[config.mk]
export PLATFORM = sky130hd
export DESIGN_NAME = bilin_scale_setup
export DESIGN_NICKNAME = d
export VERILOG_FILES = /design/src/bilin_fix_pkg.sv /design/src/bilin_scale_setup.sv
export SDC_FILE = /design/constraint.sdc
export NUM_CORES = 1
export LEC_CHECK = 0
export ABC_AREA = 1
export BUFFER_PORTS_ARGS = -buffer_cell sky130_fd_sc_hd__buf_2
export CAP_MARGIN = 25
export CORE_ASPECT_RATIO = 0.75
export CORE_MARGIN = 2
export CORE_UTILIZATION = 35
export DETAILED_ROUTE_END_ITERATION = 10
export GPL_ROUTABILITY_DRIVEN = 0
export SLEW_MARGIN = 30
export SYNTH_ARGS = -nofsm -noshare
export SYNTH_HDL_FRONTEND = slang
export SYNTH_SLANG_ARGS = --single-unit
[constraint.sdc]
create_clock -name clk -period 1.8 [get_ports clk]
set_input_delay 0.36 -clock clk [delete_from_list [all_inputs] [get_ports clk]]
set_output_delay 0.36 -clock clk [all_outputs]
set_load 0.005 [all_outputs]
[src/bilin_fix_pkg.sv]
package bilin_fix_pkg;

  // ------------------------------------------------------------------
  // Pixel and dimension formats
  // ------------------------------------------------------------------

  // Grey pixel
  localparam int PIX_W = 8;

  // Image sizes and output coordinates
  localparam int DIM_W = 16;

  // ------------------------------------------------------------------
  // Fixed-point formats
  // ------------------------------------------------------------------

  // Fraction bits of the Q8.8 scale and source coordinates
  localparam int FRAC_W = 8;

  // 1.0 as a Q0.8 weight, one bit wider than the fraction
  localparam logic [8:0] ONE_Q08 = 9'd256;

  // Half an LSB of the Q16.16 weighted sum
  localparam logic [31:0] ROUND_Q016 = 32'h0000_8000;

  // 1.0 in Q16.16, divided by the Q8.8 scale to get a Q8.8 inverse
  localparam logic [31:0] INV_NUM = 32'd65536;

  // Weighted sum of four neighbours
  localparam int SUM_W = 32;

  // Fraction used when a coordinate is clamped at an edge
  localparam logic [7:0] FRAC_MAX = 8'hFF;

endpackage

[src/bilin_scale_setup.sv]
`timescale 1ns/100ps

module bilin_scale_setup (
  input  logic                            clk,
  input  logic                            rst_n,
  input  logic                            i_load,
  input  logic [bilin_fix_pkg::DIM_W-1:0] i_in_w,
  input  logic [bilin_fix_pkg::DIM_W-1:0] i_in_h,
  input  logic [bilin_fix_pkg::DIM_W-1:0] i_scale_q88,
  output logic [bilin_fix_pkg::DIM_W-1:0] o_out_w,
  output logic [bilin_fix_pkg::DIM_W-1:0] o_out_h,
  output logic [bilin_fix_pkg::DIM_W-1:0] o_inv_scale
);

  // Size times Q8.8 scale, integer part sits above the fraction bits
  logic [31:0] mul_w;
  logic [31:0] mul_h;
  // 1.0 / scale, result is Q8.8
  logic [31:0] inv_full;

  assign mul_w    = i_in_w * i_scale_q88;
  assign mul_h    = i_in_h * i_scale_q88;
  assign inv_full = bilin_fix_pkg::INV_NUM / i_scale_q88;

  // Captured once per run, held until the next load
  always_ff @(posedge clk or negedge rst_n) begin
    if (!rst_n) begin
      o_out_w     <= '0;
      o_out_h     <= '0;
      o_inv_scale <= '0;
    end else if (i_load) begin
      o_out_w     <= mul_w[bilin_fix_pkg::DIM_W+bilin_fix_pkg::FRAC_W-1:bilin_fix_pkg::FRAC_W];
      o_out_h     <= mul_h[bilin_fix_pkg::DIM_W+bilin_fix_pkg::FRAC_W-1:bilin_fix_pkg::FRAC_W];
      o_inv_scale <= inv_full[bilin_fix_pkg::DIM_W-1:0];
    end
  end

  // Zero scale has no inverse
  a_scale_nonzero: assert property (@(posedge clk) disable iff (!rst_n)
    i_load |-> (i_scale_q88 != '0))
    else $error("scale_setup: zero scale at load");

endmodule

==> results.md <==
- The flow ran to the end, but the final reports show violations.
- The checks that failed: negative setup slack.
- Summed over all nets, the half-perimeter wirelength after detailed placement is 120,000 um.
- After layout, the minimum clock period comes to 55.65 ns.
- The netlist uses 74 different library cells.
- Averaged over all synthesized cells, the footprint is approximately 6.4 sq um.
- The area share of the largest cell type after synthesis is between 10% and 20%.
- The area used by multi-input combinational logic is 38,800 sq um.
- The die span in x is roughly 400 um.
- After the last flow step, the layout net total stands at 9,523.
- For this run, design rule violations remaining after detail routing come to 0.
- For this design, the sink count on the clock tree is 48.
- The number of detailed-route iterations in the first pass is 6.
- The area added between synthesis and finish is 58.1%.
- The synthesized instance count is between 6,000 and 7,000.
- The aggregate global routing overflow is 0.
- The number of levels the H-tree was split into is 2.
- The clock slew seen by the registers of the worst setup and hold paths is around 0.10 ns.
- Leaving out fill and tap cells, the most frequent cells in the layout are sky130_fd_sc_hd__buf_4, sky130_fd_sc_hd__nand2_1, sky130_fd_sc_hd__inv_1.
- The critical-path cell with the highest stage delay is sky130_fd_sc_hd__o41ai_4.
- The total of endpoints with negative setup slack in the final report is 48.
- The floorplan step defined a die boundary enclosing between 100,000 and 150,000 sq um.
- The initial antenna violation count is 8.
- The cell row count is around 110.
- At the worst endpoint, the required time is approximately 2.1 ns.
- The top fanout value on the critical path is 8.
- The total wirelength of the detailed-routed design is around 160,000 um.
- After synthesis, flip-flops and latches occupy under 10% of the total area.
- Fill cells in the final layout number ~10,000.
- Derived from the worst setup path, the maximum achievable clock frequency is ~0.018 GHz.
- The via count of the first global-routing pass came to just under 50,000.
- The total track usage is about 25%.
- The detail route stage leaves a number of antenna-violating nets equal to 0.
- In this run the clock root is driven by a sky130_fd_sc_hd__clkbuf_16.
- The wire length of the first global-routing pass is ~250,000 um.
- Max-cap violations in this run came to 0.
- The class of the tightest hold or removal check is in2async.
- The minimum setup slack in the final design is -53.85 ns.
- The count of buffers added on input and output ports is around 100.
- The minimum hold slack is 0.00181 ns.
- On the worst path, the slowest cell contributes a delay of around 0.34 ns.
- The type of the worst setup path is in2reg.
- The clock latency on the worst-skew pair is between 0.3 and 0.4 ns.
- Pin placement for this block handled 99 I/O pins.
- The synthesized netlist net count is approximately 7,300.
- The post-synthesis instance area is roughly 41,000 sq um.
- TritonCTS built the clock tree.
- sky130_fd_sc_hd__fa_1 takes more of the synthesized area than any other cell.
- The maximum number of pins on one net before global-route repair is between 90 and 100.
- After floorplanning, the core was sized to cover approximately 120,000 sq um.
- The actual transition at the worst max-transition pin is 0.919 ns.
- The Yosys step of the flow raised 0 warnings.
- STA classifies the critical path startpoint as an input pin.
- STA puts the critical path data arrival time at approximately 56 ns.
- The number of vias in the routed layout is ~50,000.
- Setup repair after global routing could not meet its margin everywhere.
- By area the synthesized netlist is led by sky130_fd_sc_hd__fa_1, sky130_fd_sc_hd__nand2_1, sky130_fd_sc_hd__ha_1.
- The setup slack of the worst register-to-register path is 0.98 ns.
- The most common library cell in the layout ignoring fill and taps is sky130_fd_sc_hd__buf_4.
- The die is 301 um tall.
- The register area is 1200 sq um.
- The number of violations reported at the end of detailed-routing iteration 0 is approximately 3,900.
- Among the stages of the critical path, the cell type that occurs most often is sky130_fd_sc_hd__nand2_2.
- In this run the tightest slew margin relative to its limit is around 39%.
- The category of the worst setup path capture point is a flop.
- Across the routed clock network, the largest skew measured is 0 ns.
- The max-slew violation count was 0.
- The initial utilization of the core area, before any placement, comes to 35.5%.
- The number of vias per cell after detailed routing is 4.98.
- After synthesis the netlist holds a flip-flop and latch count of 48.
- The post-route netlist has around two fifths of its cells at a drive strength greater than 1.
- The final count of hold timing violations is 0.
- Buffers inserted during clock tree synthesis total 5.
- In the final routed layout, each cell accounts on average for approximately 16 um.
- After layout, the worst path uses 3090% of the clock period.
- The number of buffers on the longest clock path is 2.
==> layer usage <==
layer | global-route usage, % | vias up | wire [um]
li1 | - | 24900 | -
met1 | 36.1 | 23800 | 74600
met2 | 41.3 | 1813 | 73100
met3 | 2.94 | 279 | 12100
met4 | 5.96 | 2 | 4430
met5 | 0 | - | 7
==> flip-flops by register name, indices dropped and copies added (netlist names) <==
name / cells
o_inv_scale: 16
o_out_w: 16
o_out_h: 16
==> synthesized netlist by cell type, drive strengths merged <==
cell type	number
a2111oi	4
a211oi	7
a21boi	1
a21o	16
a21oi	421
a221o	4
a31o	1
a31oi	23
a41oi	1
and2	6
and2b	1
and3	4
buf	67
clkbuf	125
clkdlybuf4s15	1
clkinv	7
dfrtp	48
dlygate4sd3	1
fa	334
ha	491
inv	1180
mux2i	1
nand2	1751
nand3	387
nand3b	12
nand4	90
nor2	391
nor3	57
nor4	16
o2111ai	5
o211ai	19
o21a	5
o21ai	441
o21bai	43
o221ai	5
o22ai	1
o31a	3
o31ai	20
o41ai	1
or2	42
xnor2	142
xor2	243
==> layout make-up <==
cell class	instances	area share (%)
multi-input combinational	4992	59.5
timing repair buffer	2405	28.3
sequential	48	1.84
antenna	3	0.0115
tap	1540	2.96
clock buffer	5	0.192
timing repair inverter	8	0.102
clock inverter	3	0.0710
inverter	1187	7.01
==> worst max-delay path: cells and delay by family <==
| kind | cells | cell delay, ns |
|---|---|---|
| fa+ha+maj | 29 | 7.66 |
| compound gates | 131 | 17.40 |
| simple gates | 196 | 20.59 |
| buf+inv | 90 | 9.56 |
==> logic make-up after synthesis <==
logic type      after synthesis  synth area share [%]
buf+inv                    1381                  13.7
fa+ha+maj                   825                  31.1
flops                        48                  2.91
compound gates             1021                  13.6
simple gates               2757                  30.5
mux                           1                0.0243
xor+xnor                    385                  8.18
==> through the flow <==
stage	setup TNS [ns]	std cells	area (sq um)	utilization [%]	setup slack (ns)
after floorplan	-770.54	6418	42500	-	-56.58
after global placement	-775.91	9749	57500	49.4	-54.13
after detailed placement	-801.48	9749	57500	49.4	-55.97
after CTS	-714.20	10100	61900	53.2	-51.93
after global routing	-790.56	10200	65200	56.1	-57.22
final	-738.77	10200	65200	56.1	-53.85
==> repair_timing <==
item | in CTS | in global routing
gates cloned | 13 | 6
gates resized for setup | 485 | 513
hold buffers | 0 | 0
setup endpoints to repair | 48 | 48
pin swaps | 332 | 377
setup buffers | 287 | 132
==> worst paths after layout <==
kind	cells past startpoint	from	endpoint
max	446	i_scale_q88[10]	o_inv_scale[0]
min	2	rst_n	o_out_w[2]
max reg2reg	2	o_inv_scale[3]	o_inv_scale[3]
min reg2reg	2	o_inv_scale[11]	o_inv_scale[11]
max in group asynchronous	2	rst_n	o_out_h[10]
min in group clk	2	o_inv_scale[11]	o_inv_scale[11]
Power is not shown: default switching activity piles up to over one toggle a cycle in this logic, so the estimate is an artifact.
