<file path="config.mk">
export PLATFORM = sky130hd
export DESIGN_NAME = bilin_coord_gen
export DESIGN_NICKNAME = d
export VERILOG_FILES = /design/src/bilin_fix_pkg.sv /design/src/bilin_seq_pkg.sv /design/src/bilin_coord_gen.sv
export SDC_FILE = /design/constraint.sdc
export NUM_CORES = 1
export LEC_CHECK = 0
export BUFFER_PORTS_ARGS = -buffer_cell sky130_fd_sc_hd__buf_4
export CAP_MARGIN = 25
export CORE_MARGIN = 4
export CORE_UTILIZATION = 44
export DETAILED_ROUTE_END_ITERATION = 8
export GPL_ROUTABILITY_DRIVEN = 1
export SKIP_CTS_REPAIR_TIMING = 1
export SLEW_MARGIN = 20
export SYNTH_ARGS = -nofsm -noshare
export SYNTH_HDL_FRONTEND = slang
export SYNTH_SLANG_ARGS = --single-unit
</file>
<file path="constraint.sdc">
create_clock -name clk -period 16 [get_ports clk]
set_input_delay 3.2 -clock clk [delete_from_list [all_inputs] [get_ports clk]]
set_output_delay 3.2 -clock clk [all_outputs]
set_load 0.05 [all_outputs]
</file>
<file path="src/bilin_fix_pkg.sv">
package bilin_fix_pkg;

  // ------------------------------------------------------------------
  // Pixel and dimension formats
  // ------------------------------------------------------------------

  // Grey pixel
  localparam int PIX_W = 8;

  // Image sizes and output coordinates
  localparam int DIM_W = 16;

  // ------------------------------------------------------------------
  // Fixed-point formats
  // ------------------------------------------------------------------

  // Fraction bits of the Q8.8 scale and source coordinates
  localparam int FRAC_W = 8;

  // 1.0 as a Q0.8 weight, one bit wider than the fraction
  localparam logic [8:0] ONE_Q08 = 9'd256;

  // Half an LSB of the Q16.16 weighted sum
  localparam logic [31:0] ROUND_Q016 = 32'h0000_8000;

  // 1.0 in Q16.16, divided by the Q8.8 scale to get a Q8.8 inverse
  localparam logic [31:0] INV_NUM = 32'd65536;

  // Weighted sum of four neighbours
  localparam int SUM_W = 32;

  // Fraction used when a coordinate is clamped at an edge
  localparam logic [7:0] FRAC_MAX = 8'hFF;

endpackage

</file>
<file path="src/bilin_seq_pkg.sv">
package bilin_seq_pkg;

  // ------------------------------------------------------------------
  // Source memory layout
  // ------------------------------------------------------------------

  // One word holds four pixels, pixel 0 in the low byte
  localparam int WORD_W       = 32;
  localparam int PIX_PER_WORD = 4;

  // Row pitch is fixed by the widest supported source image
  localparam int IMG_W_MAX     = 64;
  localparam int WORDS_PER_ROW = IMG_W_MAX / PIX_PER_WORD;

  // Source word address and output pixel address
  localparam int AW = 18;

  // ------------------------------------------------------------------
  // Sequencing
  // ------------------------------------------------------------------

  // Neighbour fetch, row 0 then row 1, each with an optional next word
  typedef enum logic [3:0] {
    F_IDLE,
    F_R0_REQ,
    F_R0_WAIT,
    F_R0N_REQ,
    F_R0N_WAIT,
    F_R1_REQ,
    F_R1_WAIT,
    F_R1N_REQ,
    F_R1N_WAIT
  } fetch_state_t;

  // Top level run sequence
  typedef enum logic [2:0] {
    C_IDLE,
    C_LOAD,
    C_PIXEL,
    C_FETCH,
    C_WRITE,
    C_DONE
  } ctrl_state_t;

endpackage

</file>
<file path="src/bilin_coord_gen.sv">
`timescale 1ns/100ps

module bilin_coord_gen (
  input  logic                             clk,
  input  logic                             rst_n,
  input  logic                             i_first,
  input  logic                             i_next,
  input  logic [bilin_fix_pkg::DIM_W-1:0]  i_in_w,
  input  logic [bilin_fix_pkg::DIM_W-1:0]  i_in_h,
  input  logic [bilin_fix_pkg::DIM_W-1:0]  i_out_w,
  input  logic [bilin_fix_pkg::DIM_W-1:0]  i_out_h,
  input  logic [bilin_fix_pkg::DIM_W-1:0]  i_inv_scale,
  output logic [bilin_fix_pkg::DIM_W-1:0]  o_xi,
  output logic [bilin_fix_pkg::DIM_W-1:0]  o_yi,
  output logic [bilin_fix_pkg::FRAC_W-1:0] o_fx,
  output logic [bilin_fix_pkg::FRAC_W-1:0] o_fy,
  output logic [bilin_seq_pkg::AW-1:0]     o_out_addr,
  output logic                             o_last
);

  // Output raster position, current and next
  logic [bilin_fix_pkg::DIM_W-1:0] ox;
  logic [bilin_fix_pkg::DIM_W-1:0] oy;
  logic [bilin_fix_pkg::DIM_W-1:0] ox_nxt;
  logic [bilin_fix_pkg::DIM_W-1:0] oy_nxt;
  logic [bilin_seq_pkg::AW-1:0]    addr_nxt;
  // Source coordinates in Q16.8 before clamping
  logic [31:0] sx;
  logic [31:0] sy;

  // Split one axis into {base, fraction}, keeping base+1 inside the image
  function automatic logic [bilin_fix_pkg::DIM_W+bilin_fix_pkg::FRAC_W-1:0] clamp_axis(
    input logic [31:0]                     s,
    input logic [bilin_fix_pkg::DIM_W-1:0] size
  );
    logic [bilin_fix_pkg::DIM_W-1:0]  base;
    logic [bilin_fix_pkg::FRAC_W-1:0] frac;
    base = s[bilin_fix_pkg::DIM_W+bilin_fix_pkg::FRAC_W-1:bilin_fix_pkg::FRAC_W];
    frac = s[bilin_fix_pkg::FRAC_W-1:0];
    // At or past the last column/row, sit on the last pair
    if (base >= size - 16'd1) begin
      base = size - 16'd2;
      frac = bilin_fix_pkg::FRAC_MAX;
    end
    return {base, frac};
  endfunction

  // ------------------------------------------------------------------
  // Raster step
  // ------------------------------------------------------------------
  always_comb begin
    ox_nxt   = ox;
    oy_nxt   = oy;
    addr_nxt = o_out_addr;
    if (i_first) begin
      ox_nxt   = '0;
      oy_nxt   = '0;
      addr_nxt = '0;
    end else if (i_next) begin
      addr_nxt = o_out_addr + 1'b1;
      // Wrap at the end of an output row
      if (ox + 16'd1 >= i_out_w) begin
        ox_nxt = '0;
        oy_nxt = oy + 16'd1;
      end else begin
        ox_nxt = ox + 16'd1;
      end
    end
  end

  // Map the new output position back into the source
  assign sx = ox_nxt * i_inv_scale;
  assign sy = oy_nxt * i_inv_scale;

  // ------------------------------------------------------------------
  // Registered coordinates, valid the cycle after a step
  // ------------------------------------------------------------------
  always_ff @(posedge clk or negedge rst_n) begin
    if (!rst_n) begin
      ox         <= '0;
      oy         <= '0;
      o_out_addr <= '0;
      o_xi       <= '0;
      o_yi       <= '0;
      o_fx       <= '0;
      o_fy       <= '0;
      o_last     <= 1'b0;
    end else if (i_first || i_next) begin
      ox           <= ox_nxt;
      oy           <= oy_nxt;
      o_out_addr   <= addr_nxt;
      {o_xi, o_fx} <= clamp_axis(sx, i_in_w);
      {o_yi, o_fy} <= clamp_axis(sy, i_in_h);
      o_last       <= (ox_nxt == i_out_w - 16'd1) && (oy_nxt == i_out_h - 16'd1);
    end
  end

  // Base pair never runs off the right or bottom edge
  a_base_in_range: assert property (@(posedge clk) disable iff (!rst_n)
    (i_first || i_next) |=> (o_xi <= i_in_w - 16'd2) && (o_yi <= i_in_h - 16'd2))
    else $error("coord_gen: base coordinate outside source image");

endmodule

</file>
==> results of run 1 <==
[power by group through the flow]
stage | registers (mW) | clock network [mW] | logic, mW
2_1_floorplan | 0.321 | 0 | 0.151
3_3_place_gp | 0.279 | 0 | 0.303
3_5_place_dp | 0.279 | 0 | 0.305
4_1_cts | 0.274 | 0.249 | 0.310
5_1_grt | 0.276 | 0.256 | 0.340
6_report | 0.274 | 0.240 | 0.308
[worst paths after layout]
kind / from / to / slack (ns) / cells past startpoint
worst min register to register: o_xi[12] / o_xi[12] / 0.47 / 2
max in group asynchronous: rst_n / o_yi[12] / 11.91 / 2
min in group asynchronous: rst_n / o_out_addr[14] / 2.81 / 1
worst max register to register: ox[0] / o_yi[14] / 3.98 / 41
worst min-delay path: o_xi[12] / o_xi[12] / 0.47 / 2
worst max-delay path: i_out_w[11] / o_yi[14] / 2.61 / 39
[cell usage after synthesis, types with 4 or more instances]
cell type | instances | area, sq um
a211oi_1 | 7 | 52.6
a21o_1 | 20 | 150
a21oi_1 | 61 | 305
a21oi_2 | 5 | 43.8
a22o_1 | 4 | 35.0
a31oi_1 | 8 | 50.1
and2_1 | 210 | 1310
and3_1 | 12 | 75.1
and4_1 | 5 | 43.8
buf_1 | 8 | 30.0
buf_2 | 6 | 30.0
clkbuf_1 | 94 | 353
dfrtp_1 | 99 | 2480
fa_1 | 336 | 6730
ha_1 | 197 | 2460
inv_1 | 448 | 1680
nand2_1 | 359 | 1350
nand2b_1 | 12 | 75.1
nand3_1 | 40 | 200
nand4_1 | 14 | 87.6
nor2_1 | 127 | 477
nor2b_1 | 14 | 87.6
nor3_1 | 49 | 245
nor3b_1 | 5 | 37.5
nor4_1 | 10 | 62.6
o211ai_1 | 6 | 45.0
o21a_1 | 12 | 90.1
o21ai_0 | 86 | 430
o21ai_1 | 4 | 20.0
o21bai_1 | 5 | 37.5
o31ai_1 | 4 | 30.0
or2_2 | 6 | 37.5
or3_1 | 15 | 93.8
or4_1 | 5 | 37.5
xnor2_1 | 135 | 1180
xor2_1 | 63 | 552
[worst max-delay path: cells and delay by family]
family                   cells  cell delay, ns
AO/OA/AOI/OAI               12            2.81
XOR/XNOR                     2            0.35
adder cells (fa/ha/maj)      9            4.01
buffers and inverters        6            0.75
AND/OR/NAND/NOR             10            2.53
[cell type report]
cell class | count | area [sq um] | area share
timing repair buffer | 181 | 1360 | 0.0573
inverter | 448 | 1680 | 0.0709
multi-input combinational | 1890 | 17100 | 0.719
tap | 664 | 831 | 0.0350
clock inverter | 5 | 60.1 | 0.00253
clock buffer | 11 | 253 | 0.0107
sequential | 99 | 2480 | 0.104
[sequential cells by signal, indices dropped and copies added, names as in the netlist]
| name | count |
|---|---|
| o_fx | 8 |
| o_fy | 8 |
| o_last | 1 |
| o_out_addr | 18 |
| o_xi | 16 |
| o_yi | 16 |
| ox | 16 |
| oy | 16 |
[logic make-up after synthesis]
group           Yosys count  share of synthesized area
mux                       4                    0.00196
compound gates          257                     0.0764
simple gates            895                      0.201
xor+xnor                201                     0.0832
flops                    99                      0.114
fa+ha+maj               533                      0.424
buf+inv                 561                     0.0990
[per-layer routing]
| layer | wire length, microns | vias to the layer above | part of all wire |
|---|---|---|---|
| li1 | - | 8060 | - |
| met4 | 1410 | 2 | 0.023 |
| met3 | 3450 | 91 | 0.057 |
| met5 | 13 | - | 0.00022 |
| met1 | 28200 | 8525 | 0.47 |
| met2 | 27300 | 473 | 0.45 |
[metrics by stage]
stage | worst slack, ns | hold slack [ns] | instance area (sq um) | power [mW] | utilization
after floorplan | 3.51 | 0.615 | 21700 | 0.472 | -
after global placement | 2.64 | 0.463 | 23400 | 0.582 | 0.480
after detailed placement | 2.35 | 0.461 | 23400 | 0.583 | 0.480
after CTS | 2.71 | 0.478 | 23700 | 0.833 | 0.487
after global routing | 1.82 | 0.496 | 23700 | 0.872 | 0.487
final | 2.61 | 0.474 | 23700 | 0.823 | 0.487
==> results_dict.tcl, run 1 <==
set metrics [dict create \
    clock_latency_ns 0.39 \
    hpwl_microns 46700 \
    grt_pass1_vias 18500 \
    wl_microns 60300 \
    comb_power_share 0.374 \
    tightest_slew_ns 0.973 \
    cpMaxStageDelayCell "nor2_1" \
    syn_to_final_growth_pct 9.52 \
    crit_top_cell "fa_1" \
    status "complete, no violations" \
    die_y_microns 230 \
    skew_ns 0.00804 \
    tns_ns 0 \
    die_x_microns 230 \
    met1_usage 0.336 \
    path_clk_slew_ns 0.07 \
    cpPeakStageDelay_ns 0.74 \
    synthArstFlopShare 1.00 \
    max_freq_mhz 74.7 \
    grt_max_degree 67 \
    grt_pass1_wl_microns 100000 \
    cts_max_path_buffers 2 \
    min_path_type "reg -> reg" \
    final.period_utilization 0.837 \
    synthesis.nets 3167 \
    setup-violations-final 0 \
    hold_viol 0 \
    yosysUniqueCellTypes 70 \
    ys.flop_type "dfrtp_1" \
    p_seq_frac 0.334 \
    cp.arrival_ns 13.67 \
    most-common-layout-cells "inv_1, nand2_1, fa_1" \
    end_kind "flop" \
    powerDensity_nw_per_um2 34.7 \
    ys_ff_latch 99 \
    overflow 0 \
    diodes 0 \
    synth_area_per_cell_sq_um 8.49 \
    critical_path_required_ns 16.28 \
    ir_drop_uv 63.3 \
    h-tree-depth 3 \
    drc 0 \
    wl_per_cell_microns 18.3 \
    first_pass_iters 5 \
    clock_sinks 99 \
    clock_power_share 0.292 \
    ys_warn_count 0 \
    fin_nets 3246 \
    cap_violations 0 \
    nFillCells 4759 \
    p_int_mw 0.502 \
    finalMaxSlewViolations 0 \
    drtIter0Drc 957 \
    final_cells 3298 \
    p_leak_nw 11.7 \
    min_period_ns 13.39 \
    total_switching_power_mw 0.321 \
    ios 151 \
    seq_area_frac_synth 0.114 \
    use_met2 0.378 \
    worstPathMaxFanout 39 \
    cts_tree "built" \
    grt_use_total 0.236 \
    place_congestion 0.874 \
    initial_core_util 0.444 \
    num_rows 81 \
    via_count 17200 \
    clockRootBuffer "clkbuf_16" \
    busiest_layer "met2" \
    startpoint_type "primary input" \
    rsz0062_at_grt "false" \
    grtUsageMet3 0.0388 \
    dieArea_sq_um 52800 \
    drive_above_1_share 0.0885 \
    syn_area_sq_um 21700 \
    switching_share 0.390 \
    cts_buffers 9 \
    antenna_left 0 \
    worstSetupPathType "in -> reg" \
    vias_per_cell 5.20 \
    slew_headroom 0.349 \
    grt_antenna_before_repair 1 \
    dp.cells 3282 \
    layout_commonest_cell "inv_1" \
    core-area_sq_um 48700 \
    synth_edf_count 0 \
    port_buffers 150 \
    synth_cells 2550 \
]
Power figures use the tool's default switching activity.
==> run 2, diff against run 1 <==
clock period = 13.3 ns   (was 16 ns; I/O delays follow)
==> results_dict.tcl, run 2 (same netlist as run 1, synthesis figures left out) <==
set metrics [dict create \
    status "complete, no violations" \
    cp.arrival_ns 12.73 \
    die_y_microns 230 \
    final_core_util 0.488 \
    crit_top_cell "fa_1" \
    first_pass_iters 5 \
    top_register "o_out_addr" \
    startpoint_type "primary input" \
    setup-violations-final 0 \
    clockRootBuffer "clkbuf_16" \
    ff2ff_path_depth 38 \
    cts_tree "built" \
    die_x_microns 230 \
    max_freq_mhz 80.1 \
    overflow 0 \
    end_kind "flop" \
    clock_sinks 99 \
    p_leak_nw 11.7 \
    worstPathMaxFanout 39 \
    grt_max_degree 63 \
    most-common-layout-cells "inv_1, nand2_1, fa_1" \
    hold_viol 0 \
    cts_max_path_buffers 2 \
    grt_use_total 0.234 \
    drc 0 \
    via_count 17200 \
    grt_pass1_vias 18100 \
    path_clk_slew_ns 0.08 \
    path_depth 36 \
    worst-path-buf-inv 5 \
    powerDensity_nw_per_um2 41.5 \
    multi_input_area_sq_um 17000 \
    hold_depth 2 \
    port_buffers 150 \
    wl_microns 59800 \
    grt_antenna_before_repair 1 \
    final.period_utilization 0.938 \
    vias_per_cell 5.20 \
    ir_drop_uv 95.3 \
    largest_reg_flops 18 \
    initial_core_util 0.444 \
    cts_buffers 9 \
    slew_headroom 0.426 \
    grt_pass1_wl_microns 99000 \
    worstSetupPathType "in -> reg" \
    core-area_sq_um 48700 \
    finalMaxSlewViolations 0 \
    wl_per_cell_microns 18.1 \
    dieArea_sq_um 52800 \
    drtIter0Drc 982 \
    fin_nets 3255 \
    rsz0062_at_grt "false" \
    crit_family "compound AO/OA/AOI/OAI gates" \
    syn_to_final_growth_pct 9.74 \
    critical_path_required_ns 13.55 \
    hpwl_microns 47400 \
    min_path_type "reg -> reg" \
    antenna_left 0 \
    clock_latency_ns 0.40 \
    cpPeakStageDelay_ns 0.55 \
    skew_ns 0.0131 \
    min_period_ns 12.48 \
    cap_violations 0 \
    num_rows 81 \
    h-tree-depth 3 \
    place_congestion 0.898 \
    hold_slack_ns 0.474 \
    cpMaxStageDelayCell "fa_1" \
    drive_above_1_share 0.0908 \
    tns_ns 0 \
    diodes 0 \
    tightest_slew_ns 0.861 \
    layout_commonest_cell "inv_1" \
    nFillCells 4694 \
    ios 151 \
    regArea_sq_um 2480 \
]
## run 2: stage by stage
step,std cells,cell area [sq um],setup WS (ns),power (mW)
after CTS,3306,23800,0.754,0.998
after global routing,3307,23800,0.119,1.04
after global placement,3290,23500,0.660,0.700
after detailed placement,3290,23500,0.364,0.700
final,3307,23800,0.821,0.986
after floorplan,2550,21700,1.35,0.568
## run 2: power by group
group	total, mW	internal (mW)	switching [mW]
Sequential	0.330	0.317	0.0126
Combinational	0.369	0.130	0.239
Clock	0.288	0.151	0.136
## run 2: final cells by class
class                           instances  area share
Clock buffer                           10      0.0101
Tap cell                              664      0.0350
Sequential cell                        99       0.104
Timing Repair Buffer                  190      0.0600
Multi-Input combinational cell       1890       0.717
Inverter                              448      0.0708
Clock inverter                          6     0.00263
## run 2: worst register-to-register path, delay by kind of cell (launching register included)
| family | cells | cell delay, ns |
|---|---|---|
| XOR/XNOR | 2 | 0.60 |
| AND/OR/NAND/NOR | 6 | 1.53 |
| adder cells (fa/ha/maj) | 10 | 4.06 |
| AO/OA/AOI/OAI | 17 | 4.41 |
| flip-flops | 1 | 0.51 |
| buffers and inverters | 3 | 0.43 |
## run 2: final timing paths
| kind | from | endpoint | slack (ns) |
|---|---|---|---|
| min in group asynchronous | rst_n | o_out_addr[12] | 2.37 |
| worst max-delay path | i_out_w[11] | o_yi[13] | 0.82 |
| worst max register to register | ox[0] | o_yi[13] | 1.60 |
| worst min register to register | o_xi[12] | o_xi[12] | 0.47 |
| worst min-delay path | o_xi[12] | o_xi[12] | 0.47 |
| max in group asynchronous | rst_n | o_fy[4] | 9.83 |
## run 2: routing by layer
layer / GRT usage / part of all wire
met2: 0.369 / 0.45
met1: 0.342 / 0.48
met5: 0 / 0
met3: 0.0363 / 0.057
met4: 0.0520 / 0.018
