--- src/bilin_fix_pkg.sv ---
package bilin_fix_pkg;

  // ------------------------------------------------------------------
  // Pixel and dimension formats
  // ------------------------------------------------------------------

  // Grey pixel
  localparam int PIX_W = 8;

  // Image sizes and output coordinates
  localparam int DIM_W = 16;

  // ------------------------------------------------------------------
  // Fixed-point formats
  // ------------------------------------------------------------------

  // Fraction bits of the Q8.8 scale and source coordinates
  localparam int FRAC_W = 8;

  // 1.0 as a Q0.8 weight, one bit wider than the fraction
  localparam logic [8:0] ONE_Q08 = 9'd256;

  // Half an LSB of the Q16.16 weighted sum
  localparam logic [31:0] ROUND_Q016 = 32'h0000_8000;

  // 1.0 in Q16.16, divided by the Q8.8 scale to get a Q8.8 inverse
  localparam logic [31:0] INV_NUM = 32'd65536;

  // Weighted sum of four neighbours
  localparam int SUM_W = 32;

  // Fraction used when a coordinate is clamped at an edge
  localparam logic [7:0] FRAC_MAX = 8'hFF;

endpackage

--- src/bilin_seq_pkg.sv ---
package bilin_seq_pkg;

  // ------------------------------------------------------------------
  // Source memory layout
  // ------------------------------------------------------------------

  // One word holds four pixels, pixel 0 in the low byte
  localparam int WORD_W       = 32;
  localparam int PIX_PER_WORD = 4;

  // Row pitch is fixed by the widest supported source image
  localparam int IMG_W_MAX     = 64;
  localparam int WORDS_PER_ROW = IMG_W_MAX / PIX_PER_WORD;

  // Source word address and output pixel address
  localparam int AW = 18;

  // ------------------------------------------------------------------
  // Sequencing
  // ------------------------------------------------------------------

  // Neighbour fetch, row 0 then row 1, each with an optional next word
  typedef enum logic [3:0] {
    F_IDLE,
    F_R0_REQ,
    F_R0_WAIT,
    F_R0N_REQ,
    F_R0N_WAIT,
    F_R1_REQ,
    F_R1_WAIT,
    F_R1N_REQ,
    F_R1N_WAIT
  } fetch_state_t;

  // Top level run sequence
  typedef enum logic [2:0] {
    C_IDLE,
    C_LOAD,
    C_PIXEL,
    C_FETCH,
    C_WRITE,
    C_DONE
  } ctrl_state_t;

endpackage

--- src/bilin_neighbor_fetch.sv ---
`timescale 1ns/100ps

module bilin_neighbor_fetch (
  input  logic                              clk,
  input  logic                              rst_n,
  input  logic                              i_fetch,
  input  logic [bilin_fix_pkg::DIM_W-1:0]   i_xi,
  input  logic [bilin_fix_pkg::DIM_W-1:0]   i_yi,
  input  logic                              i_req_ready,
  input  logic                              i_resp_valid,
  input  logic [bilin_seq_pkg::WORD_W-1:0]  i_resp_rdata,
  output logic                              o_req_valid,
  output logic [bilin_seq_pkg::AW-1:0]      o_req_addr,
  output logic                              o_ready_pix,
  output logic [bilin_fix_pkg::PIX_W-1:0]   o_i00,
  output logic [bilin_fix_pkg::PIX_W-1:0]   o_i10,
  output logic [bilin_fix_pkg::PIX_W-1:0]   o_i01,
  output logic [bilin_fix_pkg::PIX_W-1:0]   o_i11
);

  bilin_seq_pkg::fetch_state_t state;
  bilin_seq_pkg::fetch_state_t state_nxt;

  // Word addresses of the base word in both rows
  logic [31:0]                    lin_r0;
  logic [31:0]                    lin_r1;
  logic [bilin_seq_pkg::AW-1:0]   addr_r0;
  logic [bilin_seq_pkg::AW-1:0]   addr_r1;
  // Base pixel position inside its word
  logic [1:0]                     pix_off;
  // Right neighbour lives in the following word
  logic                           need_nxt;
  // Last response of this pixel arrives now
  logic                           fetch_end;
  // Captured words, next word in the upper half
  logic [bilin_seq_pkg::WORD_W-1:0]   row0_w;
  logic [bilin_seq_pkg::WORD_W-1:0]   row0_nw;
  logic [bilin_seq_pkg::WORD_W-1:0]   row1_w;
  logic [bilin_seq_pkg::WORD_W-1:0]   row1_nw;
  logic [2*bilin_seq_pkg::WORD_W-1:0] row0_pair;
  logic [2*bilin_seq_pkg::WORD_W-1:0] row1_pair;

  assign pix_off  = i_xi[1:0];
  assign need_nxt = (pix_off == 2'd3);
  assign lin_r0   = i_yi * bilin_seq_pkg::WORDS_PER_ROW + i_xi[bilin_fix_pkg::DIM_W-1:2];
  assign lin_r1   = (i_yi + 16'd1) * bilin_seq_pkg::WORDS_PER_ROW
                  + i_xi[bilin_fix_pkg::DIM_W-1:2];
  assign addr_r0  = lin_r0[bilin_seq_pkg::AW-1:0];
  assign addr_r1  = lin_r1[bilin_seq_pkg::AW-1:0];

  // ------------------------------------------------------------------
  // Request side, held by state so it stays put until accepted
  // ------------------------------------------------------------------
  assign o_req_valid = (state == bilin_seq_pkg::F_R0_REQ)  ||
                       (state == bilin_seq_pkg::F_R0N_REQ) ||
                       (state == bilin_seq_pkg::F_R1_REQ)  ||
                       (state == bilin_seq_pkg::F_R1N_REQ);

  always_comb begin
    case (state)
      bilin_seq_pkg::F_R0_REQ:  o_req_addr = addr_r0;
      bilin_seq_pkg::F_R0N_REQ: o_req_addr = addr_r0 + 1'b1;
      bilin_seq_pkg::F_R1_REQ:  o_req_addr = addr_r1;
      default:                  o_req_addr = addr_r1 + 1'b1;
    endcase
  end

  // ------------------------------------------------------------------
  // Fetch sequence
  // ------------------------------------------------------------------
  always_comb begin
    state_nxt = state;
    fetch_end = 1'b0;
    case (state)
      bilin_seq_pkg::F_IDLE:
        if (i_fetch) state_nxt = bilin_seq_pkg::F_R0_REQ;
      bilin_seq_pkg::F_R0_REQ:
        if (i_req_ready) state_nxt = bilin_seq_pkg::F_R0_WAIT;
      bilin_seq_pkg::F_R0_WAIT:
        if (i_resp_valid) begin
          state_nxt = need_nxt ? bilin_seq_pkg::F_R0N_REQ : bilin_seq_pkg::F_R1_REQ;
        end
      bilin_seq_pkg::F_R0N_REQ:
        if (i_req_ready) state_nxt = bilin_seq_pkg::F_R0N_WAIT;
      bilin_seq_pkg::F_R0N_WAIT:
        if (i_resp_valid) state_nxt = bilin_seq_pkg::F_R1_REQ;
      bilin_seq_pkg::F_R1_REQ:
        if (i_req_ready) state_nxt = bilin_seq_pkg::F_R1_WAIT;
      bilin_seq_pkg::F_R1_WAIT:
        if (i_resp_valid) begin
          state_nxt = need_nxt ? bilin_seq_pkg::F_R1N_REQ : bilin_seq_pkg::F_IDLE;
          fetch_end = !need_nxt;
        end
      bilin_seq_pkg::F_R1N_REQ:
        if (i_req_ready) state_nxt = bilin_seq_pkg::F_R1N_WAIT;
      bilin_seq_pkg::F_R1N_WAIT:
        if (i_resp_valid) begin
          state_nxt = bilin_seq_pkg::F_IDLE;
          fetch_end = 1'b1;
        end
      default: state_nxt = bilin_seq_pkg::F_IDLE;
    endcase
  end

  always_ff @(posedge clk or negedge rst_n) begin
    if (!rst_n) begin
      state       <= bilin_seq_pkg::F_IDLE;
      o_ready_pix <= 1'b0;
    end else begin
      state       <= state_nxt;
      o_ready_pix <= fetch_end;
    end
  end

  // Response capture by wait state
  always_ff @(posedge clk) begin
    if (i_resp_valid) begin
      case (state)
        bilin_seq_pkg::F_R0_WAIT:  row0_w  <= i_resp_rdata;
        bilin_seq_pkg::F_R0N_WAIT: row0_nw <= i_resp_rdata;
        bilin_seq_pkg::F_R1_WAIT:  row1_w  <= i_resp_rdata;
        bilin_seq_pkg::F_R1N_WAIT: row1_nw <= i_resp_rdata;
        default: ;
      endcase
    end
  end

  // ------------------------------------------------------------------
  // Neighbour select, offset 3 reaches into the next word
  // ------------------------------------------------------------------
  assign row0_pair = {row0_nw, row0_w};
  assign row1_pair = {row1_nw, row1_w};
  assign o_i00 = row0_pair[pix_off*bilin_fix_pkg::PIX_W +: bilin_fix_pkg::PIX_W];
  assign o_i10 = row0_pair[(pix_off+1)*bilin_fix_pkg::PIX_W +: bilin_fix_pkg::PIX_W];
  assign o_i01 = row1_pair[pix_off*bilin_fix_pkg::PIX_W +: bilin_fix_pkg::PIX_W];
  assign o_i11 = row1_pair[(pix_off+1)*bilin_fix_pkg::PIX_W +: bilin_fix_pkg::PIX_W];

  // Coordinates from coord_gen must hold while a request is stalled
  a_addr_stable: assert property (@(posedge clk) disable iff (!rst_n)
    (o_req_valid && !i_req_ready) |=> (o_req_valid && $stable(o_req_addr)))
    else $error("neighbor_fetch: request address changed while waiting");

endmodule

--- config.mk ---
export PLATFORM = sky130hd
export DESIGN_NAME = bilin_neighbor_fetch
export DESIGN_NICKNAME = d
export VERILOG_FILES = /design/src/bilin_fix_pkg.sv /design/src/bilin_seq_pkg.sv /design/src/bilin_neighbor_fetch.sv
export SDC_FILE = /design/constraint.sdc
export NUM_CORES = 1
export LEC_CHECK = 0
export BUFFER_PORTS_ARGS = -buffer_cell sky130_fd_sc_hd__buf_2
export CORE_MARGIN = 5
export CORE_UTILIZATION = 40
export CTS_CLUSTER_DIAMETER = 50
export DETAILED_ROUTE_END_ITERATION = 7
export MAX_ROUTING_LAYER = met4
export PLACE_DENSITY = 0.7
export SKIP_LAST_GASP = 1
export SYNTH_ARGS = -nofsm -noshare
export SYNTH_HDL_FRONTEND = slang
export SYNTH_SLANG_ARGS = --single-unit
--- constraint.sdc ---
create_clock -name clk -period 3.8 [get_ports clk]
set_clock_uncertainty 0.2 [all_clocks]
set_input_delay 0.38 -clock clk [delete_from_list [all_inputs] [get_ports clk]]
set_output_delay 0.38 -clock clk [all_outputs]
set_load 0.02 [all_outputs]
==> metrics.txt, run 1 <==
status=finished, violations left; failing checks=negative setup slack; setup TNS=-1.572 ns; Initial Util=0.4089; mean area per synthesized cell=11.21 um2; sequential area share after synthesis=0.4237; GRT Overall Usage=0.1969; final setup fails=6; Synth Area in Adders=0.05495; Synth Register Bits=85; pre-CTS WS=-0.4538 ns; final worst path period need=4.134 ns; main combinational cell family by area after synthesis=compound AO/OA/AOI/OAI gates; crit path buf inv count=4; first-pass GRT wire length=27710 um; Req. time, crit path=3.22 ns; DRC violations left=0; Critical-path top delay cell=or4_1; worst path cell trace=buf_8, nand4_1, nor2_2, nand2_2, xnor2_2, ha_4, or2_4, or4_1, o211ai_1, xor2_1, buf_4, o32a_1, nor4_2, buf_4, mux2i_2, a21oi_2, buf_4; HP Class=in2reg; Final ANT Viol Nets=0; relative slew slack=0.3151; die area=17460 um2; CTS tree=done; P&R area growth vs syn=38.36%; Die W=132.1 um; Worst-path clk slew=0.07 ns; die height=132.1 um; ys async rst share=0.05882; Via density=5.739; mapped cell area=5966 um2; DR WL/cell=18.43 um; PwrDens=508.9 nW/um2; Clock Sink Count=85; Mapped Nets=626; Yosys warning count=0; multiplexer area fraction after synthesis=0.1344; post-synthesis simple-gate area fraction=0.1470; fin nets=849; post-placement cell area=7467 um2; Crit Path Max Fanout=7; dpl cells=903; CTS max path bufs=2; period utilisation layout=1.088; core footprint=14590 um2; WS Path Type=in2out; Worst-Skew Late Latency=0.33 ns; H-tree levels=3; XOR/XNOR Fraction of Synth Area=0.06019; Crit. End Element=output port; Final Hold Slack=0.02562 ns; Port Buf Inserts=118; clk root buf=clkbuf_16; dominant register cell in the synthesized netlist=edfxtp_1; Startpoint Class=primary input; critical path's top delay family=simple AND/OR/NAND/NOR gates; max_cap viols=0; Design Area, Final=8254 um2; CP peak stage delay=0.47 ns; CTS buffer count=9; antenna violations before repair=1; Synth Area in Compound Gates=0.1554; total gr overflow=0; vias in the first global route=5380; Final WS setup=-0.3335 ns; Cells after Synth=532; fin cells=945; final count of hold timing violations=0; first-iteration detailed-routing DRC count=400; DR vias=5423; DP Wirelength=13120 um; Leak=3.260 nW; VDD IR max=0.3004 mV; Post-synth EDFFs=80; largest net degree at the start of global routing=34; standard-cell rows=44; gpl congestion=0.9394; Worst Tran Pin Value=1.025 ns; WL final=17420 um; cell mode on critical path=buf_4; IO Count=121; f_max=241.9 MHz; max-slew violations=0; Crit path arrival time=3.55 ns; drt pass-1 iters=4; post-synth cell types=75; RSZ-0062 raised after global routing=true; share of layout cells above drive strength 1=0.4579
-- synth_stat cells, types with 12 or more instances --
| cell | instances | share of area |
|---|---|---|
| a21oi_1 | 25 | 0.021 |
| clkbuf_1 | 18 | 0.011 |
| edfxtp_1 | 80 | 0.40 |
| ha_1 | 23 | 0.048 |
| mux4_2 | 32 | 0.12 |
| nand2_1 | 47 | 0.030 |
| nand3_1 | 17 | 0.014 |
| nor2_1 | 41 | 0.026 |
| nor3_1 | 12 | 0.010 |
| o21ai_0 | 28 | 0.023 |
| o21ai_1 | 12 | 0.010 |
| xnor2_1 | 24 | 0.035 |
| xor2_1 | 17 | 0.025 |
-- what timing repair did --
action | 4_1_cts | 5_1_grt
setup buffers | 15 | 11
hold buffers | 1 | 0
gates resized for setup | 49 | 25
pin swaps | 34 | 21
hold endpoints to repair | 5 | 0
endpoints found under the setup margin | 6 | 6
-- metrics by stage --
stage | utilization | power, mW
after CTS | 0.5534 | 4.144
after floorplan | - | 2.505
final | 0.5658 | 4.200
after global routing | 0.5658 | 4.431
after global placement | 0.5118 | 3.178
after detailed placement | 0.5118 | 3.238
-- cell type report --
class                      count  area, um2
clock inverter                 7      56.30
timing repair buffer         237       1575
fill                        1178       6335
multi-input combinational    411       3596
sequential                    85       2527
tap                          184      230.2
inverter                      11      41.29
antenna                        1      2.502
clock buffer                   9      225.2
-- logic make-up after synthesis --
group / count (synthesis)
mux: 40
buf+inv: 36
fa+ha+maj: 25
simple gates: 167
xor+xnor: 41
flops: 85
compound gates: 138
-- layout by cell type (no fill, tap or decap), types with 5 or more instances in the layout --
cell and instances:
buf_6 7, mux2i_1 5, a21oi_1 23, nor2_1 37, o211ai_1 8, ha_1 17, dfrtp_1 5, nor3_1 10
o21ai_1 10, a211oi_2 5, edfxtp_1 80, xnor2_1 21, nand4_1 6, clkbuf_16 9, nand2_1 44, a21o_1 6
nand3_1 15, xor2_1 15, o21ai_0 27, buf_4 120, inv_1 7, buf_2 106, mux4_2 32
-- power by group --
group          leakage [nW]  internal, mW  switching, mW  total (mW)
sequential            0.787          1.15         0.0410        1.19
clock                 0.132         0.450          0.361       0.812
combinational          2.34         0.906           1.29        2.20
total                  3.26          2.50           1.70        4.20
-- registers in the layout, summed over array words and instances (netlist names) --
signal,cells
o_ready_pix,1
row0_nw,8
row0_w,32
row1_nw,8
row1_w,32
state,4
-- layer usage --
metal	global-route usage	wire [um]	up-vias
met5	-	0	-
met4	0.05086	301	0
met3	0.02786	993	21
met2	0.3271	8744	190
met1	0.2546	7382	2674
li1	-	-	2538
-- worst paths after layout --
check                                       from              to  slack [ns]  cells after the start
worst max-delay path                     i_yi[2]  o_req_addr[14]       -0.33                     17
worst min-delay path            i_resp_rdata[24]      row1_w[24]        0.03                      1
worst max register to register          state[2]        state[2]        1.46                      7
worst min register to register          state[0]        state[0]        0.48                      3
max in group asynchronous                  rst_n        state[3]        3.07                      2
min in group asynchronous                  rst_n     o_ready_pix        0.20                      2
Note: power is estimated with default switching activity, not from simulation.
==> inputs of run 2 (changes only) <==
==> constraint.sdc (replaced) <==
create_clock -name clk -period 3.5 [get_ports clk]
set_clock_uncertainty 0.2 [all_clocks]
set_input_delay 0.35 -clock clk [delete_from_list [all_inputs] [get_ports clk]]
set_output_delay 0.35 -clock clk [all_outputs]
set_load 0.05 [all_outputs]
==> run 2 against run 1 <==
  * Non-clock buffer count increased by 32
  * Die area stayed put
  * Clock-buffer cell count stayed put
  * The run still ends with negative setup slack left
==> metrics.txt, run 2 (synthesized netlist as in run 1, its figures left out) <==
drt pass-1 iters=5; Clock Sink Count=85; worst r2r src=state[2]; area of the multi-input gates=3694 um2; n_diodes=0; die area=17460 um2; DP Wirelength=13180 um; die height=132.1 um; Worst-path clk slew=0.07 ns; RSZ-0062 raised after global routing=true; WHS Path Cells=1; CP peak stage delay=0.51 ns; share of layout cells above drive strength 1=0.4760; relative slew slack=0.3743; post-placement cell area=7707 um2; CTS max path bufs=2; Final ANT Viol Nets=0; Crit. End Element=output port; crit path buf inv count=3; WS Path Type=in2out; Total Power=5.323 mW; Design Area, Final=8671 um2; endpoint of the worst hold path=row0_w[24]; hold_sp=i_resp_rdata[24]; WL final=17810 um; Req. time, crit path=2.95 ns; standard-cell rows=44; core footprint=14590 um2; DRC violations left=0; fillcell total=1136; f_max=239.4 MHz; HP Class=in2reg; Crit Path Max Fanout=6; critical path's top delay family=simple AND/OR/NAND/NOR gates; largest registers=row0_w: 32 flops, row1_w: 32 flops; vias in the first global route=5661; final setup fails=8; clk root buf=clkbuf_16; pre-CTS WS=-0.8698 ns; final count of hold timing violations=0; Worst-Skew Late Latency=0.33 ns; max-slew violations=0; P&R area growth vs syn=45.34%; Critical-path top delay cell=or4b_4; DR vias=5528; failing checks=negative setup slack; PwrDens=613.9 nW/um2; Leak=3.469 nW; gpl congestion=0.9264; final worst path period need=4.178 ns; CTS buffer count=9; status=finished, violations left; commonest non-fill, non-tap cell in the layout=buf_4; max_cap viols=0; most frequent cells in the layout=buf_4, buf_2, edfxtp_1, nand2_1, nor2_1; H-tree levels=3; R2R setup slack=1.13 ns; IO Count=121; DR WL/cell=18.25 um; VDD IR max=0.4903 mV; register area=2527 um2; period utilisation layout=1.194; first-iteration detailed-routing DRC count=335; antenna violations before repair=0; worst path cell trace=buf_8, ha_4, inv_2, fa_2, xor2_1, or3_4, nor3b_4, o32ai_2, a21o_4, or4b_4, nor3_4, a31oi_4, nor3_4, buf_6; crit path from=i_yi[0]; setup TNS=-3.622 ns; cell mode on critical path=nor3_4; Startpoint Class=primary input; Port Buf Inserts=118; Die W=132.1 um; first-pass GRT wire length=28560 um; Via density=5.664; worst reg2reg path depth=7; Final WS setup=-0.6779 ns; GRT Overall Usage=0.2040; end of the worst register-to-register path=state[2]; fin nets=881; total gr overflow=0; CTS tree=done; Worst Tran Pin Value=0.9351 ns; Initial Util=0.4089; Crit path arrival time=3.63 ns; largest net degree at the start of global routing=34; Final Core Density=0.5943
run 2: cell count changes in the layout (fill, tap and decap cells not counted), moves of 3 or more:
| cell | previous run | this run |
|---|---|---|
| inv_8 | 1 | 4 |
| dlygate4sd3_1 | 1 | 12 |
| o21ai_2 | 2 | 5 |
| buf_2 | 106 | 103 |
| a31oi_1 | 4 | 1 |
| buf_6 | 7 | 15 |
| buf_4 | 120 | 136 |
run 2: how the worst max path moves through the flow:
stage	end	cells past startpoint
4_1_cts	o_req_addr[17]	14
6_report	o_req_addr[17]	14
2_1_floorplan	o_req_addr[17]	12
5_1_grt	o_req_addr[13]	15
3_3_place_gp	o_req_addr[17]	14
3_5_place_dp	o_req_addr[17]	14
run 2: metal layers:
layer  GRT usage  wire, um
met5           -         0
met4     0.06457       385
met3     0.02824       777
met2      0.3422      9157
met1      0.2560      7490
run 2: final cells by class:
cell class / count / share of cell area
inverters: 11 / 0.004762
flip-flops and latches: 85 / 0.2915
multi-input cells: 411 / 0.4260
repair buffers: 269 / 0.2163
clock inverters: 7 / 0.008947
well taps: 184 / 0.02655
clock buffers: 9 / 0.02597
run 2: where the power goes:
group	leakage, nW	switching, mW	internal, mW
combinational	2.54	1.96	1.14
sequential	0.787	0.0463	1.25
clock	0.146	0.423	0.508
run 2: what timing repair did:
item                       CTS  global route
hold buffers                 8             4
gates resized for setup     73            13
pin swaps                   44            16
setup endpoints to repair    9             9
buffers inserted            22             2
hold endpoints to repair    18             8
run 2: through the flow:
step / instances / hold slack, ns
2_1_floorplan: 532 / -0.1456
3_3_place_gp: 926 / -0.02713
3_5_place_dp: 926 / -0.02728
4_1_cts: 972 / 0.0001667
5_1_grt: 976 / 0.0009408
6_report: 976 / 0.01154
==> inputs of run 3 (changes only) <==
--- a/config.mk
+++ b/config.mk
@@ -6,12 +6,14 @@
 export NUM_CORES = 1
 export LEC_CHECK = 0
 export BUFFER_PORTS_ARGS = -buffer_cell sky130_fd_sc_hd__buf_2
+export CELL_PAD_IN_SITES_DETAIL_PLACEMENT = 1
+export CELL_PAD_IN_SITES_GLOBAL_PLACEMENT = 1
 export CORE_MARGIN = 5
 export CORE_UTILIZATION = 40
 export CTS_CLUSTER_DIAMETER = 50
 export DETAILED_ROUTE_END_ITERATION = 7
 export MAX_ROUTING_LAYER = met4
-export PLACE_DENSITY = 0.7
+export PLACE_DENSITY = 0.84
 export SKIP_LAST_GASP = 1
 export SYNTH_ARGS = -nofsm -noshare
 export SYNTH_HDL_FRONTEND = slang
==> run 3 against run 2 <==
  * The flow still finishes with violations (negative setup slack)
  * Critical path depth is 1 lower
  * Cell count is 1.4% lower
  * Setup slack worse by 0.17 ns
  * Register-to-register slack worse by 0.14 ns
  * Critical endpoint unchanged
==> metrics.txt, run 3 (synthesized netlist as in run 1, its figures left out) <==
status=finished, violations left; failing checks=negative setup slack; Worst-path clk slew=0.07 ns; P&R area growth vs syn=45.47%; share of layout cells above drive strength 1=0.4981; Startpoint Class=primary input; standard-cell rows=44; WL final=25650 um; clk root buf=clkbuf_16; Die W=132.1 um; final worst path period need=4.344 ns; core footprint=14590 um2; HP Class=in2reg; Crit. End Element=output port; Final ANT Viol Nets=0; Design Area, Final=8678 um2; Worst-Skew Late Latency=0.33 ns; DP Wirelength=16450 um; crit path from=i_yi[1]; IO Count=121; drt pass-1 iters=5; Final Core Density=0.5949; VDD IR max=0.4005 mV; gpl congestion=0.9251; CTS tree=done; WS Path Type=in2out; Clock Sink Count=85; final count of hold timing violations=0; vias in the first global route=6319; fillcell total=1523; CTS buffer count=9; relative slew slack=0.3332; GRT Overall Usage=0.2689; Leak=3.438 nW; Final WS setup=-0.8437 ns; H-tree levels=3; most frequent cells in the layout=buf_4, buf_2, edfxtp_1, nand2_1, nor2_1; PwrDens=654.2 nW/um2; DR WL/cell=26.67 um; largest registers=row0_w: 32 flops, row1_w: 32 flops; f_max=230.2 MHz; area of the multi-input gates=3767 um2; register area=2527 um2; largest net degree at the start of global routing=34; max-slew violations=0; first-iteration detailed-routing DRC count=402; setup TNS=-4.672 ns; final setup fails=9; total gr overflow=0; DRC violations left=0; Port Buf Inserts=118; worst r2r src=state[2]; Worst Tran Pin Value=0.9965 ns; hold_sp=i_resp_rdata[18]; post-placement cell area=7692 um2; Via density=6.360; Crit path arrival time=3.79 ns; DR vias=6118; die height=132.1 um; commonest non-fill, non-tap cell in the layout=buf_4; pre-CTS WS=-0.8556 ns; period utilisation layout=1.241; RSZ-0062 raised after global routing=true; CTS max path bufs=2; Crit Path Max Fanout=6; max_cap viols=0; die area=17460 um2; first-pass GRT wire length=36110 um; fin nets=867; antenna violations before repair=1; Initial Util=0.4089; Req. time, crit path=2.95 ns
run 3: cell types whose count changed in the layout (fill, tap and decap cells not counted), moves of 3 or more:
cell / delta
ha_1: -3
dlygate4sd3_1: -9
buf_4: -10
inv_8: -3
nand3_1: -3
buf_6: +3
ha_2: +3
run 3: critical path, stage by stage:
cell and delay (ns):
buf_8 0.11, ha_4 0.24, ha_1 0.32, a211oi_4 0.47, o21bai_2 0.18, o311ai_4 0.36, o21ai_2 0.12, a21o_4 0.21
or4b_4 0.53, nor3_4 0.30, a31oi_4 0.14, nor3_4 0.25, buf_6 0.20
run 3: power by group:
group	internal [mW]	leakage, nW	switching (mW)
Clock	0.630	0.154	0.408
Combinational	1.18	2.50	2.15
Sequential	1.25	0.787	0.0555
run 3: metrics by stage:
step                      std cells  hold slack, ns  power, mW
after floorplan                 532         -0.1456      3.254
after global placement          924        -0.03008      4.069
after detailed placement        924        -0.02271      4.211
after CTS                       953        0.001047      5.472
after global routing            962       -0.005501      5.878
final                           962        0.003782      5.678
run 3: layer usage:
metal,part of all wire,global-route usage,vias to the layer above
li1,-,-,2572
met1,0.36,0.3075,3080
met2,0.53,0.4803,350
met3,0.061,0.03321,116
met4,0.055,0.1017,0
met5,0,-,-
run 3: worst paths after layout:
kind	cells after the start	end	slack, ns
hold / removal	1	row0_w[18]	0.004
min in group asynchronous	2	state[0]	0.16
max in group asynchronous	2	state[3]	2.80
hold reg to reg	2	state[2]	0.52
setup / recovery	13	o_req_addr[17]	-0.84
setup reg to reg	7	state[2]	0.99
run 3: area by class of cell:
class	count	area share
multi-input combinational	411	0.4341
sequential	85	0.2912
clock buffer	9	0.02595
antenna	1	0.0002884
timing repair buffer	255	0.2056
clock inverter	6	0.01110
inverter	11	0.005190
tap	184	0.02653
run 3: repair_timing:
action / 4_1_cts / 5_1_grt
pin swaps: 29 / 25
hold endpoints to repair: 6 / 2
hold buffers: 2 / 1
resized for setup: 74 / 41
setup endpoints to repair: 9 / 9
gates cloned: 0 / 0
buffers inserted: 13 / 8
